===== config.mk =====
export PLATFORM = sky130hd
export DESIGN_NAME = peripheral_gpio
export DESIGN_NICKNAME = d
export VERILOG_FILES = /design/src/source/soc_pkg.sv /design/src/source/peripheral_gpio.sv
export SDC_FILE = /design/constraint.sdc
export NUM_CORES = 1
export LEC_CHECK = 0
export ABC_CLOCK_PERIOD_IN_PS = 2100
export BUFFER_PORTS_ARGS = -buffer_cell sky130_fd_sc_hd__buf_2
export CAP_MARGIN = 20
export CORE_MARGIN = 2
export CORE_UTILIZATION = 41
export DETAILED_ROUTE_END_ITERATION = 10
export PLACE_DENSITY = 0.78
export SLEW_MARGIN = 30
export SYNTH_ARGS = -nofsm -noshare
export SYNTH_HDL_FRONTEND = slang
export SYNTH_SLANG_ARGS = --single-unit

===== constraint.sdc =====
create_clock -name clk -period 2.1 [get_ports clk]
set_clock_uncertainty 0.1 [all_clocks]
set_input_delay 0.42 -clock clk [delete_from_list [all_inputs] [get_ports clk]]
set_output_delay 0.42 -clock clk [all_outputs]
set_load 0.03 [all_outputs]

===== src/source/soc_pkg.sv =====
package soc_pkg;

  // number of decoded bus regions
  localparam int n_regions = 3;

  // bit positions inside the chip-select vector
  localparam int cs_ram  = 0;
  localparam int cs_mult = 1;
  localparam int cs_gpio = 2;

  // region field values, compared on mem_addr[22:20]
  localparam int region_ram  = 0;
  localparam int region_mult = 3;
  localparam int region_gpio = 4;

  // multiplier register byte offsets, compared on mem_addr[4:0]
  localparam int mult_reg_a      = 0;   // operand a, low 16 bits
  localparam int mult_reg_b      = 4;   // operand b, low 16 bits
  localparam int mult_reg_ctrl   = 8;   // bit 0 starts a multiply
  localparam int mult_reg_status = 12;  // bit 1 busy, bit 0 done
  localparam int mult_reg_result = 16;  // 32-bit product

  // gpio register byte offsets
  localparam int gpio_reg_leds     = 0;
  localparam int gpio_reg_switches = 4;  // read only

  // one shift-add step per operand bit
  localparam int mult_cycles = 16;

endpackage


===== src/source/peripheral_gpio.sv =====
`timescale 1ns/100ps

module peripheral_gpio
  import soc_pkg::*;
#(
  parameter int gpio_width = 8
) (
  input  logic                  clk,
  input  logic                  reset,
  input  logic [4:0]            addr,
  input  logic [31:0]           wdata,
  input  logic                  wr,
  input  logic                  rd,
  input  logic [gpio_width-1:0] switches,
  output logic [gpio_width-1:0] leds,
  output logic [31:0]           rdata
);

  logic [gpio_width-1:0] sw_meta;  // first stage, may go metastable
  logic [gpio_width-1:0] sw_sync;

  always_ff @(posedge clk) begin
    if (reset) begin
      leds <= '0;
    end else if (wr && (addr == 5'(gpio_reg_leds))) begin
      leds <= wdata[gpio_width-1:0];
    end
  end

  // two-flop synchronizer for the asynchronous switch pins
  always_ff @(posedge clk) begin
    if (reset) begin
      sw_meta <= '0;
      sw_sync <= '0;
    end else begin
      sw_meta <= switches;
      sw_sync <= sw_meta;
    end
  end

  always_ff @(posedge clk) begin
    if (rd) begin
      case (addr)
        5'(gpio_reg_leds):     rdata <= 32'(leds);
        5'(gpio_reg_switches): rdata <= 32'(sw_sync);
        default:               rdata <= '0;
      endcase
    end
  end

endmodule


==> flow_metrics.env <==
export IMPL_multiInputGateArea_um2=477
export IMPL_p_sw_frac=0.246
export IMPL_grt_pass1_wl_um=3100
export IMPL_gr_usage_all_layers=0.119
export IMPL_dieHeight_um=60.7
export IMPL_nNetsFinal=206
export IMPL_dp_hpwl_um=1530
export IMPL_syn_avg_cell_area_um2=11.6
export IMPL_diodes=0
export IMPL_start_util=0.432
export IMPL_cts_root_buf="clkbuf_4"
export IMPL_drive_gt1_frac=0.335
export IMPL_cts_max_level=2
export IMPL_hp_class="primary input to register"
export IMPL_drt_iter0_markers=17
export IMPL_outcome="complete, no violations"
export IMPL_drt_pass1_iter_count=3
export IMPL_antenna_left=0
export IMPL_cts_buffers=5
export IMPL_seqPwrFrac=0.528
export IMPL_syn_to_final_growth_pct=17.1
export IMPL_layoutNonFillerInstCount=202
export IMPL_layout_common_cells="40 x buf_2, 24 x conb_1, 24 x dfxtp_1"
export IMPL_vias=824
export IMPL_crit_arrival_ns=1.71
export IMPL_synth_cells=114
export IMPL_dieWidth_um=60.7
export IMPL_cts_tree="built"
export IMPL_switching_power_uw=305
export IMPL_setup_violations=0
export IMPL_critPathCaptureType="register"
export IMPL_grt_pass1_vias=777
export IMPL_pwr_share_clk=0.366
export IMPL_setup_worst_path_class="primary input to register"
export IMPL_fmax_mhz=635
export IMPL_io_pins=89
export IMPL_ir_drop_mv=0.273
export IMPL_synthDistinctLibCells=14
export IMPL_dpl_cell_count=194
export IMPL_grt_antenna_before_repair=0
export IMPL_internal_power_uw=936
export IMPL_start_kind="primary input"
export IMPL_yosysSeqAreaShare=0.547
export IMPL_clockBufferDepth=2
export IMPL_layout_min_cycle_time_ns=1.58
export IMPL_cp_required_ns=2.24
export IMPL_crit_fanout=8
export IMPL_place_gp_congestion=0.689
export IMPL_grt_max_degree=33
export IMPL_slew_violations=0
export IMPL_clock_sinks=32
export IMPL_post_dp_cell_area_um2=1460
export IMPL_timing_hold_ws_ns=0.195
export IMPL_overflow=0
export IMPL_fill_cells=298
export IMPL_drcViolationCount=0
export IMPL_cts_setup_buffers=0
export IMPL_cts_reportedPaths_clkPinSlew_ns=0.10
export IMPL_yosysWarnings=0
export IMPL_fin_crit_sh=0.750
export IMPL_fin_area_um2=1540
export IMPL_rsz0062_at_grt="no"
export IMPL_netlist_area_um2=1320
export IMPL_mostFrequentLayoutCell="buf_2"
export IMPL_ys_seq_elements=32
export IMPL_port_buffer_count=40
export IMPL_ff_latch_area_um2=721
export IMPL_fin_tns_setup_ns=0
export IMPL_drt_total_wl_um=2010
export IMPL_cts_resized=0
export IMPL_hold_viol=0
export IMPL_leakagePower_nw=0.703
export IMPL_via_per_inst=4.08
export IMPL_maxCapViolations=0
export IMPL_wl_per_cell_um=9.97
export IMPL_clk_latency_ns=0.32
export IMPL_powerDensity_nw_per_um2=805
export IMPL_coreArea_um2=3050
export IMPL_pwr_share_comb=0.106
export IMPL_fp_row_count=20
export IMPL_cts_hold_buf=0
export IMPL_die_area_um2=3680
==> registers in the layout (all words and copies together), names as in the netlist <==
name and cells:
leds 8, rdata 8, sw_meta 8, sw_sync 8
==> routing by layer <==
layer / global-route usage / vias to the layer above / share of wire
met5: 0 / - / 0
met4: 0.0652 / 0 / 0.018
met3: 0.0384 / 5 / 0.090
met2: 0.212 / 43 / 0.51
met1: 0.121 / 366 / 0.39
li1: - / 410 / -
==> synth_stat cells <==
cell type,n,area (um^2)
nor3b_2,1,12.5
or4_4,1,11.3
nand2b_1,16,100
buf_4,24,180
mux2i_1,8,80.1
nor2b_1,16,100
conb_1,1,3.75
edfxtp_1,8,240
nor2_2,2,12.5
clkbuf_1,3,11.3
buf_6,1,11.3
inv_1,1,3.75
a22o_1,8,70.1
dfxtp_1,24,480
==> final timing paths <==
path         cells after the start  slack [ns]         from    endpoint
max                              5        0.52      addr[1]     leds[2]
min                              2        0.19  switches[4]  sw_meta[4]
max reg2reg                      1        1.21      leds[2]    rdata[2]
min reg2reg                      1        0.34   sw_meta[0]  sw_sync[0]
==> through the flow <==
step	setup slack (ns)	utilization	total power, mW
floorplan	0.437	-	0.802
global placement	0.282	0.480	0.799
detailed placement	0.187	0.480	0.802
CTS	0.522	0.505	1.25
global route	0.507	0.505	1.29
finish	0.524	0.505	1.24
==> power by group through the flow <==
stage	Combinational [mW]	Sequential (mW)	Clock, mW
2_1_floorplan	0.119	0.683	0
3_3_place_gp	0.130	0.669	0
3_5_place_dp	0.132	0.670	0
4_1_cts	0.133	0.656	0.461
5_1_grt	0.142	0.657	0.486
6_report	0.132	0.655	0.454
==> cell families after synthesis <==
logic type      Yosys count  synth area share
compound gates            8            0.0532
buf+inv                  29             0.157
flops                    32             0.547
mux                       8            0.0608
other cells               1           0.00285
simple gates             36             0.179
==> worst max-delay path, cell delays in order <==
cell     delay [ns]
buf_2          0.09
or4_4          0.55
nor3b_2        0.19
buf_4          0.22
mux2i_1        0.23
==> final cells by class <==
| cell class | count | area share |
|---|---|---|
| sequential | 32 | 0.467 |
| multi-input combinational | 76 | 0.309 |
| timing repair buffer | 41 | 0.135 |
| tap | 44 | 0.0357 |
| clock inverter | 3 | 0.0268 |
| clock buffer | 5 | 0.0243 |
| inverter | 1 | 0.00243 |
Power figures use the tool's default switching activity.
