<file path="config.mk">
export PLATFORM = sky130hd
export DESIGN_NAME = peripheral_mult
export DESIGN_NICKNAME = d
export VERILOG_FILES = /design/src/source/soc_pkg.sv /design/src/source/peripheral_mult.sv
export SDC_FILE = /design/constraint.sdc
export NUM_CORES = 1
export LEC_CHECK = 0
export ABC_AREA = 1
export BUFFER_PORTS_ARGS = -buffer_cell sky130_fd_sc_hd__buf_2
export CELL_PAD_IN_SITES_DETAIL_PLACEMENT = 0
export CELL_PAD_IN_SITES_GLOBAL_PLACEMENT = 1
export CORE_MARGIN = 2
export CORE_UTILIZATION = 45
export CTS_CLUSTER_SIZE = 24
export DETAILED_ROUTE_END_ITERATION = 10
export PLACE_DENSITY = 0.89
export RECOVER_POWER = 100
export SLEW_MARGIN = 30
export SYNTH_ARGS = -nofsm -noshare
export SYNTH_HDL_FRONTEND = slang
export SYNTH_SLANG_ARGS = --single-unit
</file>
<file path="constraint.sdc">
create_clock -name clk -period 4.5 [get_ports clk]
set_clock_uncertainty 0.05 [all_clocks]
set_input_delay 0.45 -clock clk [delete_from_list [all_inputs] [get_ports clk]]
set_output_delay 0.45 -clock clk [all_outputs]
set_load 0.01 [all_outputs]
</file>
<file path="src/source/soc_pkg.sv">
package soc_pkg;

  // number of decoded bus regions
  localparam int n_regions = 3;

  // bit positions inside the chip-select vector
  localparam int cs_ram  = 0;
  localparam int cs_mult = 1;
  localparam int cs_gpio = 2;

  // region field values, compared on mem_addr[22:20]
  localparam int region_ram  = 0;
  localparam int region_mult = 3;
  localparam int region_gpio = 4;

  // multiplier register byte offsets, compared on mem_addr[4:0]
  localparam int mult_reg_a      = 0;   // operand a, low 16 bits
  localparam int mult_reg_b      = 4;   // operand b, low 16 bits
  localparam int mult_reg_ctrl   = 8;   // bit 0 starts a multiply
  localparam int mult_reg_status = 12;  // bit 1 busy, bit 0 done
  localparam int mult_reg_result = 16;  // 32-bit product

  // gpio register byte offsets
  localparam int gpio_reg_leds     = 0;
  localparam int gpio_reg_switches = 4;  // read only

  // one shift-add step per operand bit
  localparam int mult_cycles = 16;

endpackage

</file>
<file path="src/source/peripheral_mult.sv">
`timescale 1ns/100ps

module peripheral_mult
  import soc_pkg::*;
(
  input  logic        clk,
  input  logic        reset,
  input  logic [4:0]  addr,
  input  logic [15:0] wdata,
  input  logic        wr,
  input  logic        rd,
  output logic [31:0] rdata
);

  localparam int cnt_w = (mult_cycles > 1) ? $clog2(mult_cycles) : 1;

  logic [15:0]      op_a;
  logic [15:0]      op_b;
  logic [31:0]      mcand;   // multiplicand, moves left one bit per step
  logic [15:0]      mplier;  // multiplier, lsb decides the add
  logic [31:0]      acc;
  logic [31:0]      acc_next;
  logic [31:0]      result;
  logic [cnt_w-1:0] step;
  logic             busy;
  logic             done;
  logic             start;
  logic             last_step;

  // starts and operand writes are dropped while a multiply runs
  assign start     = wr && !busy && (addr == 5'(mult_reg_ctrl)) && wdata[0];
  assign last_step = busy && (step == cnt_w'(mult_cycles - 1));
  assign acc_next  = mplier[0] ? acc + mcand : acc;

  always_ff @(posedge clk) begin
    if (reset) begin
      busy <= 1'b0;
      done <= 1'b0;
      step <= '0;
    end else if (start) begin
      busy <= 1'b1;
      done <= 1'b0;  // cleared only by a new start
      step <= '0;
    end else if (busy) begin
      step <= step + 1'b1;
      if (last_step) begin
        busy <= 1'b0;
        done <= 1'b1;
      end
    end
  end

  // operand registers
  always_ff @(posedge clk) begin
    if (wr && !busy) begin
      if (addr == 5'(mult_reg_a)) op_a <= wdata;
      if (addr == 5'(mult_reg_b)) op_b <= wdata;
    end
  end

  // shift-add datapath
  always_ff @(posedge clk) begin
    if (start) begin
      mcand  <= {16'd0, op_a};
      mplier <= op_b;
      acc    <= '0;
    end else if (busy) begin
      mcand  <= mcand << 1;
      mplier <= mplier >> 1;
      acc    <= acc_next;
      if (last_step) begin
        result <= acc_next;  // final partial sum is the product
      end
    end
  end

  always_ff @(posedge clk) begin
    if (rd) begin
      case (addr)
        5'(mult_reg_a):      rdata <= {16'd0, op_a};
        5'(mult_reg_b):      rdata <= {16'd0, op_b};
        5'(mult_reg_status): rdata <= {30'd0, busy, done};
        5'(mult_reg_result): rdata <= result;
        default:             rdata <= '0;  // ctrl is write only
      endcase
    end
  end

endmodule

</file>
==> flow_summary.ini <==
[status]
status = finished, violations left
violations = max-capacitance violations, max-slew violations

[logic_synthesis]
yosysTopAreaCell = edfxtp_1
postSynth.asyncResetShare_pct = 0
synth-edff-count = 128
netlist_area_sq_mm = 0.00950
ys_seq_elements = 182
syn_inst = 1119
synthTopCellsByArea = edfxtp_1, nand2_1, dfxtp_1
yosys.area.top_type_share_pct = 40.5
synth_warnings = 0
syn-num-nets = 1177
synth-seq-area-share_pct = 51.8
synth-main-ff-cell = edfxtp_1
synth.avg_cell_area_sq_um = 8.49
synth_cell_type_count = 46

[cells_and_area]
drive_above_1_share_pct = 6.39
area_delta_synth_final_pct = 10.4
fin_area_sq_mm = 0.0105
stdcell_count = 1464
diodes = 0
fillers = 1960
nets = 1234

[setup_path]
cp-start-kind = register
end_kind = register
path_class = register to register
max_stage_delay_ps = 1550
crit_path_top_delay_cell = clkbuf_1
reg2reg_depth = 3
regToRegEndpoint = result[18]$_DFFE_PP_
r2r_slack_ps = 1110
worstSetupEndpoint = result[18]$_DFFE_PP_
crit_path_max_fanout = 33
cp-startpoint = busy$_SDFF_PP0_
crit_required_ps = 4450
cp.arrival_ps = 3340
timing.rr.start = busy$_SDFF_PP0_
crit_chain = clkinvlp_2, nor2_2, clkbuf_1

[global_route]
grt_use_total_pct = 21.1
grt_pass1_wl_mm = 36.0
grt_max_degree = 57
grt_pass1_vias = 6660
grt-ovfl-total = 0
grt_antenna_before_repair = 0

[floorplanning]
core_area_sq_mm = 0.0209
die-area_sq_mm = 0.0223
die_h_um = 149
start_util_pct = 45.5
die-width_um = 149
row_count = 53
io_pins = 57

[place]
dp_hpwl_mm = 16.6
portBuffers = 56
place_inst = 1432
gp_congestion = 0.894
placedInstanceArea_sq_mm = 0.0100

[drt]
drc_errors = 0
ant_nets = 0
post_drt_wl_per_cell_um = 15.6
first_pass_iters = 6
vias = 7303
drt_iter0_markers = 685
viasPerCell = 4.99
drt_wl_total_mm = 22.8

[sta]
tightest_slew_ps = 2280
rsz0062_at_grt = false
maxSlewHeadroom_pct = -52.3
drv_slew = 112
timing.fmax_mhz = 295
finalSetupViolCount = 0
period_needed_ps = 3390
finalCritPeriodShare_pct = 75.3
hold_viol_final = 0
finalSetupTns_ps = 0

[cts]
cts_sinks = 182
path_clk_slew_ps = 70
cts_resized = 0
postCtsSetupBuffers = 0
root_buffer = clkbuf_16
cts_made_buffers = 17
cts_hold_buf = 0
clock_latency_ps = 430
clockBufferDepth = 2
tritoncts = built
htree_num_levels = 4

[power]
p_total_uw = 5050
p_leak_uw = 0.00498
p_per_area_mw_per_mm2 = 481
peakVddDrop_uv = 289

[job]
drv_cap = 3

[worst_hold_path]
hold_path_class = input port to register
min_path_cells = 2
[state kept, by name (all words and copies together), names as in the netlist]
register  cells
acc          32
busy          1
done          1
mcand        32
mplier       16
op_a         16
op_b         16
rdata        32
result       32
step          4
[worst min-delay path by stage]
| stage | startpoint | end | slack (ps) |
|---|---|---|---|
| after floorplan | acc[21]$_SDFFE_PP0P_ | acc[21]$_SDFFE_PP0P_ | 390 |
| after global placement | acc[11]$_SDFFE_PP0P_ | acc[11]$_SDFFE_PP0P_ | 410 |
| after detailed placement | acc[23]$_SDFFE_PP0P_ | acc[23]$_SDFFE_PP0P_ | 410 |
| after CTS | reset | busy$_SDFF_PP0_ | 140 |
| after global routing | reset | busy$_SDFF_PP0_ | 140 |
| final | reset | busy$_SDFF_PP0_ | 150 |
[final cells by class]
class | instances | area, sq um | share of cell area [%]
flip-flops and latches | 182 | 4920 | 47.0
clock buffers | 21 | 482 | 4.59
multi-input cells | 700 | 3580 | 34.1
well taps | 275 | 344 | 3.28
repair buffers | 62 | 245 | 2.34
clock inverters | 11 | 105 | 1.00
inverters | 213 | 808 | 7.71
[layout by cell type (no fill, tap or decap), drive strengths merged]
| master | instances |
|---|---|
| a21boi | 2 |
| buf | 8 |
| o21a | 2 |
| dfxtp | 54 |
| o21bai | 1 |
| mux2i | 23 |
| xnor2 | 14 |
| and2 | 13 |
| o211ai | 6 |
| o221ai | 2 |
| clkinv | 4 |
| nor3 | 7 |
| fa | 1 |
| a22o | 3 |
| inv | 218 |
| clkbuf | 75 |
| nor2 | 72 |
| ha | 32 |
| nor3b | 1 |
| nor4 | 1 |
| xor2 | 1 |
| or2 | 12 |
| nand4 | 2 |
| o21ai | 30 |
| nand3 | 73 |
| o22ai | 17 |
| nand2 | 362 |
| o2111ai | 1 |
| a21o | 1 |
| clkinvlp | 2 |
| a21oi | 21 |
| edfxtp | 128 |
[Yosys cell counts, types with 2 or more instances]
master	count
nor3_2	3
a22o_1	3
nand2_1	356
clkbuf_1	8
inv_4	2
o211ai_1	6
nor2_2	3
dfxtp_1	54
nand2_4	2
a21oi_1	21
o21a_1	2
and2_1	13
ha_1	32
buf_4	3
buf_2	6
nand2_2	4
buf_6	5
or2_2	11
nor2_1	68
xnor2_1	14
mux2i_1	23
nand3_2	6
inv_1	205
edfxtp_1	128
o22ai_1	17
nor3_1	4
buf_1	2
o221ai_1	2
inv_2	5
nand3_1	67
o21ai_2	6
o21ai_0	16
o21ai_1	8
nand4_1	2
[report_power, final]
group / leakage [uW] / switching (uW) / internal, uW
Combinational: 0.00305 / 985 / 530
Clock: 0.000289 / 679 / 793
Sequential: 0.00164 / 101 / 1960
Total: 0.00498 / 1770 / 3280
[logic make-up after synthesis]
family / Yosys count / synth area share (%)
buf+inv: 237 / 10.1
mux: 23 / 2.42
simple gates: 543 / 24.3
xor+xnor: 15 / 1.38
fa+ha+maj: 33 / 4.43
flops: 182 / 51.8
compound gates: 86 / 5.54
[stage by stage]
stage	util (%)	worst slack, ps	hold slack, ps
after detailed placement	48.0	1710	414
after floorplan	-	2000	392
after CTS	50.8	1940	135
after global placement	48.0	1830	408
after global routing	50.2	920	138
final	50.2	1110	154
[worst max-delay path, delay by kind of cell (launching register included)]
kind	cells	cell delay [ps]
buf+inv	2	2250
flops	1	340
simple gates	1	290
[metal layers]
| metal | wire [um] | up-vias | share of wire [%] | global-route usage, % |
|---|---|---|---|---|
| met5 | 0 | - | 0 | 0 |
| met1 | 11000 | 3366 | 48 | 30.8 |
| li1 | - | 3672 | - | - |
| met4 | 189 | 0 | 0.83 | 4.05 |
| met2 | 9980 | 250 | 44 | 32.9 |
| met3 | 1600 | 15 | 7.0 | 4.31 |
Note: power is estimated with default switching activity, not from simulation.
