**src/source/soc_pkg.sv**
```systemverilog
package soc_pkg;

  // number of decoded bus regions
  localparam int n_regions = 3;

  // bit positions inside the chip-select vector
  localparam int cs_ram  = 0;
  localparam int cs_mult = 1;
  localparam int cs_gpio = 2;

  // region field values, compared on mem_addr[22:20]
  localparam int region_ram  = 0;
  localparam int region_mult = 3;
  localparam int region_gpio = 4;

  // multiplier register byte offsets, compared on mem_addr[4:0]
  localparam int mult_reg_a      = 0;   // operand a, low 16 bits
  localparam int mult_reg_b      = 4;   // operand b, low 16 bits
  localparam int mult_reg_ctrl   = 8;   // bit 0 starts a multiply
  localparam int mult_reg_status = 12;  // bit 1 busy, bit 0 done
  localparam int mult_reg_result = 16;  // 32-bit product

  // gpio register byte offsets
  localparam int gpio_reg_leds     = 0;
  localparam int gpio_reg_switches = 4;  // read only

  // one shift-add step per operand bit
  localparam int mult_cycles = 16;

endpackage

```
**src/source/read_select.sv**
```systemverilog
`timescale 1ns/100ps

module read_select
  import soc_pkg::*;
(
  input  logic                 clk,
  input  logic                 reset,
  input  logic [n_regions-1:0] cs,
  input  logic                 mem_rstrb,
  input  logic [31:0]          ram_rdata,
  input  logic [31:0]          mult_rdata,
  input  logic [31:0]          gpio_rdata,
  output logic [31:0]          mem_rdata
);

  logic [n_regions-1:0] sel_q;  // region of the last read

  // the peripherals register their data on the same edge
  always_ff @(posedge clk) begin
    if (reset) begin
      sel_q <= '0;
    end else if (mem_rstrb) begin
      sel_q <= cs;
    end
  end

  // sel_q is one-hot or zero
  always_comb begin
    mem_rdata = '0;  // unmapped reads return zero
    if (sel_q[cs_ram]) begin
      mem_rdata = ram_rdata;
    end else if (sel_q[cs_mult]) begin
      mem_rdata = mult_rdata;
    end else if (sel_q[cs_gpio]) begin
      mem_rdata = gpio_rdata;
    end
  end

endmodule

```
**config.mk**
```make
export PLATFORM = sky130hd
export DESIGN_NAME = read_select
export DESIGN_NICKNAME = d
export VERILOG_FILES = /design/src/source/soc_pkg.sv /design/src/source/read_select.sv
export SDC_FILE = /design/constraint.sdc
export NUM_CORES = 1
export LEC_CHECK = 0
export ABC_AREA = 1
export BUFFER_PORTS_ARGS = -buffer_cell sky130_fd_sc_hd__buf_2
export CORE_MARGIN = 10
export CORE_UTILIZATION = 33
export CTS_BUF_LIST = sky130_fd_sc_hd__clkbuf_4 sky130_fd_sc_hd__clkbuf_8
export DETAILED_ROUTE_END_ITERATION = 6
export HOLD_SLACK_MARGIN = 0.06
export PLACE_DENSITY = 0.93
export REMOVE_ABC_BUFFERS = 1
export SYNTH_ARGS = -nofsm -noshare
export SYNTH_HDL_FRONTEND = slang
export SYNTH_SLANG_ARGS = --single-unit
export TNS_END_PERCENT = 10
```
**constraint.sdc**
```tcl
create_clock -name clk -period 1.1 [get_ports clk]
set_input_delay 0.11 -clock clk [delete_from_list [all_inputs] [get_ports clk]]
set_output_delay 0.11 -clock clk [all_outputs]
set_load 0.01 [all_outputs]
```
==> flow_summary.toml, run 1 <==
[global_routing]
grt_pass1_vias = 1882
track_usage_pct = 16.4
gr-total-overflow = 0
antenna_found_initial = 0
grt_pass1_wl_microns = 8260
grt_max_degree = 35

[placed_design]
dp_hpwl_microns = 3940
place_congestion = 0.769
pre_cts_ws_ns = -0.00368
port-buffer-count = 133

[clock_network]
clk-insertion-delay-late_ns = 0.23
cts_tree = "done"
htreeDepth = 1
cts_root_buffer = "clkbuf_4"
cts_inserted_buffers = 3
cts.sinks = 3
clk_pin_slew_ns = 0.04
clockBufferDepth = 2

[logic_synthesis]
synthXorXnorAreaFrac_pct = 0
synth_common_cells = "128 x nor2_1, 102 x nand2_1, 8 x buf_2, 7 x buf_4"
synth_compound_area_share_pct = 1.42
synth.distinct_cells = 9
synth_area_leaders = "nor2_1 45%, nand2_1 36%, dfxtp_1 5.7%"
syn_inst = 255
yosysTopAreaCellShare_pct = 45.3
ys_seq_elements = 3
syn_avg_cell_area_sq_um = 4.16
synth_fa_ha_area_share_pct = 0
synth_edf_count = 0
syn-cell-area_sq_um = 1060
post_synth_and_or_nand_nor_area_fraction_pct = 81.4
post-synth-top-area-cell = "nor2_1"
async_reset_ff_share_pct = 0
synthFlopType = "dfxtp_1"
synth_top_family_by_area = "simple AND/OR/NAND/NOR gates"
yosysMostFrequentCell = "nor2_1"
seq_area_frac_synth_pct = 5.66
ys_warn_count = 0
synthMuxAreaShare_pct = 0

[floorplan]
start_util_pct = 34.5
core_area_sq_um = 3080
die_area_sq_um = 5880
dieHeight_microns = 76.7
row_count = 20
num_io_pins = 134
die_width_microns = 76.7

[detailed_routing]
drc = 0
wl_per_cell_microns = 12.4
drt_pass1_iterations = 4
num_vias = 1904
drt-total-wl_microns = 5350
drtAntennaViolNets = 0
viasPerCell = 4.42
first_iter_violations = 65

[sta]
fmaxAchievable_mhz = 718
hold_viol = 0
slew_headroom_pct = 90.8
rsz0062_at_grt = "true"
holdWs_ns = 0.115
skew_ns = 0
worstMarginPinSlew_ns = 0.137
period_share_pct = 127
maxSlewViolCount = 0
worst_slack_ns = -0.292
setup_viol = 32
min_period_ns = 1.39

[cells_and_area]
fillerInstances = 300
nNetsFinal = 490
final_util_pct = 64.6
largest_reg_flops = 3
regMostFlops = "sel_q"
area_growth_pct = 87.3
drive_gt1_share_pct = 41.6
top_regs = "sel_q (3)"
diodes = 0

[outcome]
violations = "setup timing"
status = "finished, violations left"

[min_path]
hp-class = "in -> reg"

[worst_setup_path]
path_delay_family = "flip-flops"
critical_path.max_stage_delay_ns = 0.38
worstSetupPathType = "reg -> out"
cp-start-kind = "flop"
worstPathRequired_ns = 0.99
path_cells = "buf_16 > nand2_2 > nor2_1 > nor2_1 > nor2_1 > buf_2"
cp-end-kind = "output pin"
cp_max_fo = 16
worstPathArrival_ns = 1.28
crit_path_top_delay_cell = "dfxtp_4"
critPathBufInv = 2
crit_top_cell = "nor2_1"

[pwr]
p_leak_nw = 1.29
ir_drop_v = 0.000616
powerDensity_nw_per_um2 = 569
power.total_w = 0.00113

[job]
maxCapViolCount = 0
==> tightest hold or removal path, delay by kind of cell <==
family	cells	cell delay [ns]
AO/OA/AOI/OAI	1	0.06
buffers and inverters	1	0.10
AND/OR/NAND/NOR	1	0.05
==> layout make-up <==
type / instances / area, sq um / area share (%)
clock buffers: 4 / 30.0 / 1.51
inverters: 2 / 15.0 / 0.756
multi-input cells: 233 / 906 / 45.6
flip-flops and latches: 3 / 71.3 / 3.59
well taps: 44 / 55.1 / 2.77
repair buffers: 145 / 910 / 45.8
==> cells in the final DEF (no fill, tap or decap) <==
master	count
nor2_1	122
buf_6	1
clkbuf_4	4
nand2_2	3
dfxtp_4	3
buf_16	3
inv_8	1
inv_1	1
buf_2	133
nor2_4	1
a21oi_1	3
dlygate4sd3_1	1
nand2_1	99
buf_12	7
nor2_2	5
==> where the power goes <==
group	internal [W]	switching (W)
clock network	0.000161	0.0000646
logic	0.000393	0.000389
registers	0.000113	0.0000108
total	0.000666	0.000465
==> logic make-up (layout without fill, tap and decap cells) <==
group           after synthesis  count (layout)
buf+inv                      19             151
flops                         3               3
compound gates                3               3
simple gates                230             230
==> final timing paths <==
check	start	endpoint	slack (ns)	depth (start not counted)
max reg2reg	sel_q[2]$_SDFFE_PP0P_	sel_q[2]$_SDFFE_PP0P_	0.29	3
min	cs[2]	sel_q[2]$_SDFFE_PP0P_	0.11	3
min reg2reg	sel_q[0]$_SDFFE_PP0P_	sel_q[0]$_SDFFE_PP0P_	0.51	2
max	sel_q[2]$_SDFFE_PP0P_	mem_rdata[26]	-0.29	6
==> layer usage <==
layer / GRT usage, % / up-vias / wire length [microns]
met5: 0 / - / 0
met4: 3.90 / 0 / 48
met3: 6.18 / 4 / 543
met2: 30.1 / 84 / 2740
met1: 17.0 / 801 / 2020
li1: - / 1015 / -
==> stage by stage <==
stage               area, sq um   TNS, ns  std cells
floorplan                   946    -22.85        238
global placement           1770         0        420
detailed placement         1770  -0.00368        420
CTS                        2000     -6.47        432
global route               1990     -8.85        431
finish                     1990     -6.39        431
==> what timing repair did <==
item,in CTS,in global routing
hold buffers,1,0
gates cloned,4,0
endpoints found under the setup margin,32,32
resized for setup,17,6
buffers inserted,3,0
hold endpoints to repair,2,0
pin swaps,5,5
No activity file was read; power rests on OpenSTA's default activity.
==> run 2: changes to the inputs <==
SKIP_LAST_GASP = 1   (was unset)
==> run 2 against run 1 <==
Effect of this change: the run still ends with setup timing left; design area rose by 3.3%; sequential share of layout area fell by 0.11 points; first-iteration DRC count rose by 3.1%; clock skew did not move; power rose by 2.6%; final cell count rose by 0.70%; core utilization rose by 2.1 points; wire length rose by 2.5%; register-to-register slack got worse by 0.02 ns; largest power group unchanged.
==> flow_summary.toml, run 2 (same netlist as run 1, synthesis figures left out) <==
[sta]
slew_headroom_pct = 91.8
maxSlewViolCount = 0
setup_viol = 32
period_share_pct = 123
rsz0062_at_grt = "true"
worst_slack_ns = -0.248
worstMarginPinSlew_ns = 0.122
min_period_ns = 1.35
fmaxAchievable_mhz = 742
holdWs_ns = 0.116
skew_ns = 0
hold_viol = 0

[clock_network]
cts.sinks = 3
clk_pin_slew_ns = 0.04
cts_inserted_buffers = 3
htreeDepth = 1
clockBufferDepth = 2
cts_tree = "done"
clk-insertion-delay-late_ns = 0.23
cts_root_buffer = "clkbuf_4"

[outcome]
violations = "setup timing"
status = "finished, violations left"

[global_routing]
grt_pass1_vias = 1877
antenna_found_initial = 0
gr-total-overflow = 0
track_usage_pct = 16.4
grt_max_degree = 35
grt_pass1_wl_microns = 8260

[cells_and_area]
nNetsFinal = 493
largest_reg_flops = 3
layout_common_cells = "133 x buf_2, 125 x nor2_1, 101 x nand2_1"
multiInputGateArea_sq_um = 893
diodes = 0
seq_area_sq_um = 71.3
final_util_pct = 66.7
regMostFlops = "sel_q"
stdcell_count = 434
drive_gt1_share_pct = 40.8
top_regs = "sel_q (3)"
area_growth_pct = 93.4
fillerInstances = 290
mostFrequentLayoutCell = "buf_2"

[floorplan]
core_area_sq_um = 3080
dieHeight_microns = 76.7
num_io_pins = 134
die_width_microns = 76.7
die_area_sq_um = 5880
start_util_pct = 34.5
row_count = 20

[detailed_routing]
drt_pass1_iterations = 6
num_vias = 1929
drc = 0
wl_met1_microns = 2110
drtAntennaViolNets = 0
dr.max_layer_used = "met4"
wl_per_cell_microns = 12.6
dr_wl_met2_microns = 2810
first_iter_violations = 67
viasPerCell = 4.44
drt-total-wl_microns = 5480
wl_met3_microns = 509

[job]
maxCapViolCount = 0

[placed_design]
port-buffer-count = 133
dp_cells = 420
dp_hpwl_microns = 3940
place_congestion = 0.769

[pwr]
powerDensity_nw_per_um2 = 565
power.total_w = 0.00116
p_leak_nw = 1.34
ir_drop_v = 0.000608

[min_path]
worstHoldPathCells = 3
hp-class = "in -> reg"

[worst_setup_path]
worstPathArrival_ns = 1.24
ff2ff_path_depth = 3
worstSetupPathType = "reg -> out"
worstPathRequired_ns = 0.99
cp-end-kind = "output pin"
cp_max_fo = 15
cp-start-kind = "flop"
[run 2: critical path: stages (launching register included)]
cell and delay, ns:
dfxtp_4 0.37, inv_8 0.05, buf_6 0.12, buf_16 0.14
nor2_1 0.12, nor2_1 0.07, buf_2 0.14
[run 2: layer usage]
layer / global-route usage, % / vias to the layer above
met2: 30.0 / 80
met3: 6.18 / 4
met4: 3.90 / 0
li1: - / 1025
met1: 17.0 / 820
met5: 0 / -
[run 2: per-stage QoR]
step | instance area (sq um) | TNS (ns) | worst slack [ns]
CTS | 1990 | -6.53 | -0.219
global route | 2050 | -8.84 | -0.313
floorplan | 946 | -22.85 | -0.698
detailed placement | 1770 | -0.00368 | -0.00368
global placement | 1770 | 0 | 0.0111
finish | 2050 | -6.51 | -0.248
[run 2: cell type report]
type | instances | area share [%]
tap | 44 | 2.68
timing repair buffer | 148 | 48.1
inverter | 2 | 0.732
sequential | 3 | 3.48
clock buffer | 4 | 1.46
multi-input combinational | 233 | 43.5
[run 2: final timing paths]
path	from	endpoint	slack, ns
setup / recovery	sel_q[0]$_SDFFE_PP0P_	mem_rdata[26]	-0.25
hold / removal	cs[2]	sel_q[2]$_SDFFE_PP0P_	0.12
setup reg to reg	sel_q[1]$_SDFFE_PP0P_	sel_q[1]$_SDFFE_PP0P_	0.27
hold reg to reg	sel_q[0]$_SDFFE_PP0P_	sel_q[0]$_SDFFE_PP0P_	0.51
[run 2: where the power goes]
| group | internal [W] | switching (W) | leakage, nW | total, W |
|---|---|---|---|---|
| Sequential | 0.000113 | 0.0000137 | 0.0267 | 0.000126 |
| Combinational | 0.000416 | 0.000392 | 1.29 | 0.000808 |
| Clock | 0.000161 | 0.0000639 | 0.0184 | 0.000225 |
| Total | 0.000690 | 0.000470 | 1.34 | 0.00116 |
[run 2: what timing repair did]
action,4_1_cts,5_1_grt
endpoints found under the setup margin,32,32
gates resized for setup,15,3
endpoints found under the hold margin,2,0
setup buffers,3,0
gates cloned,4,2
hold buffers,1,0
pin swaps,1,1
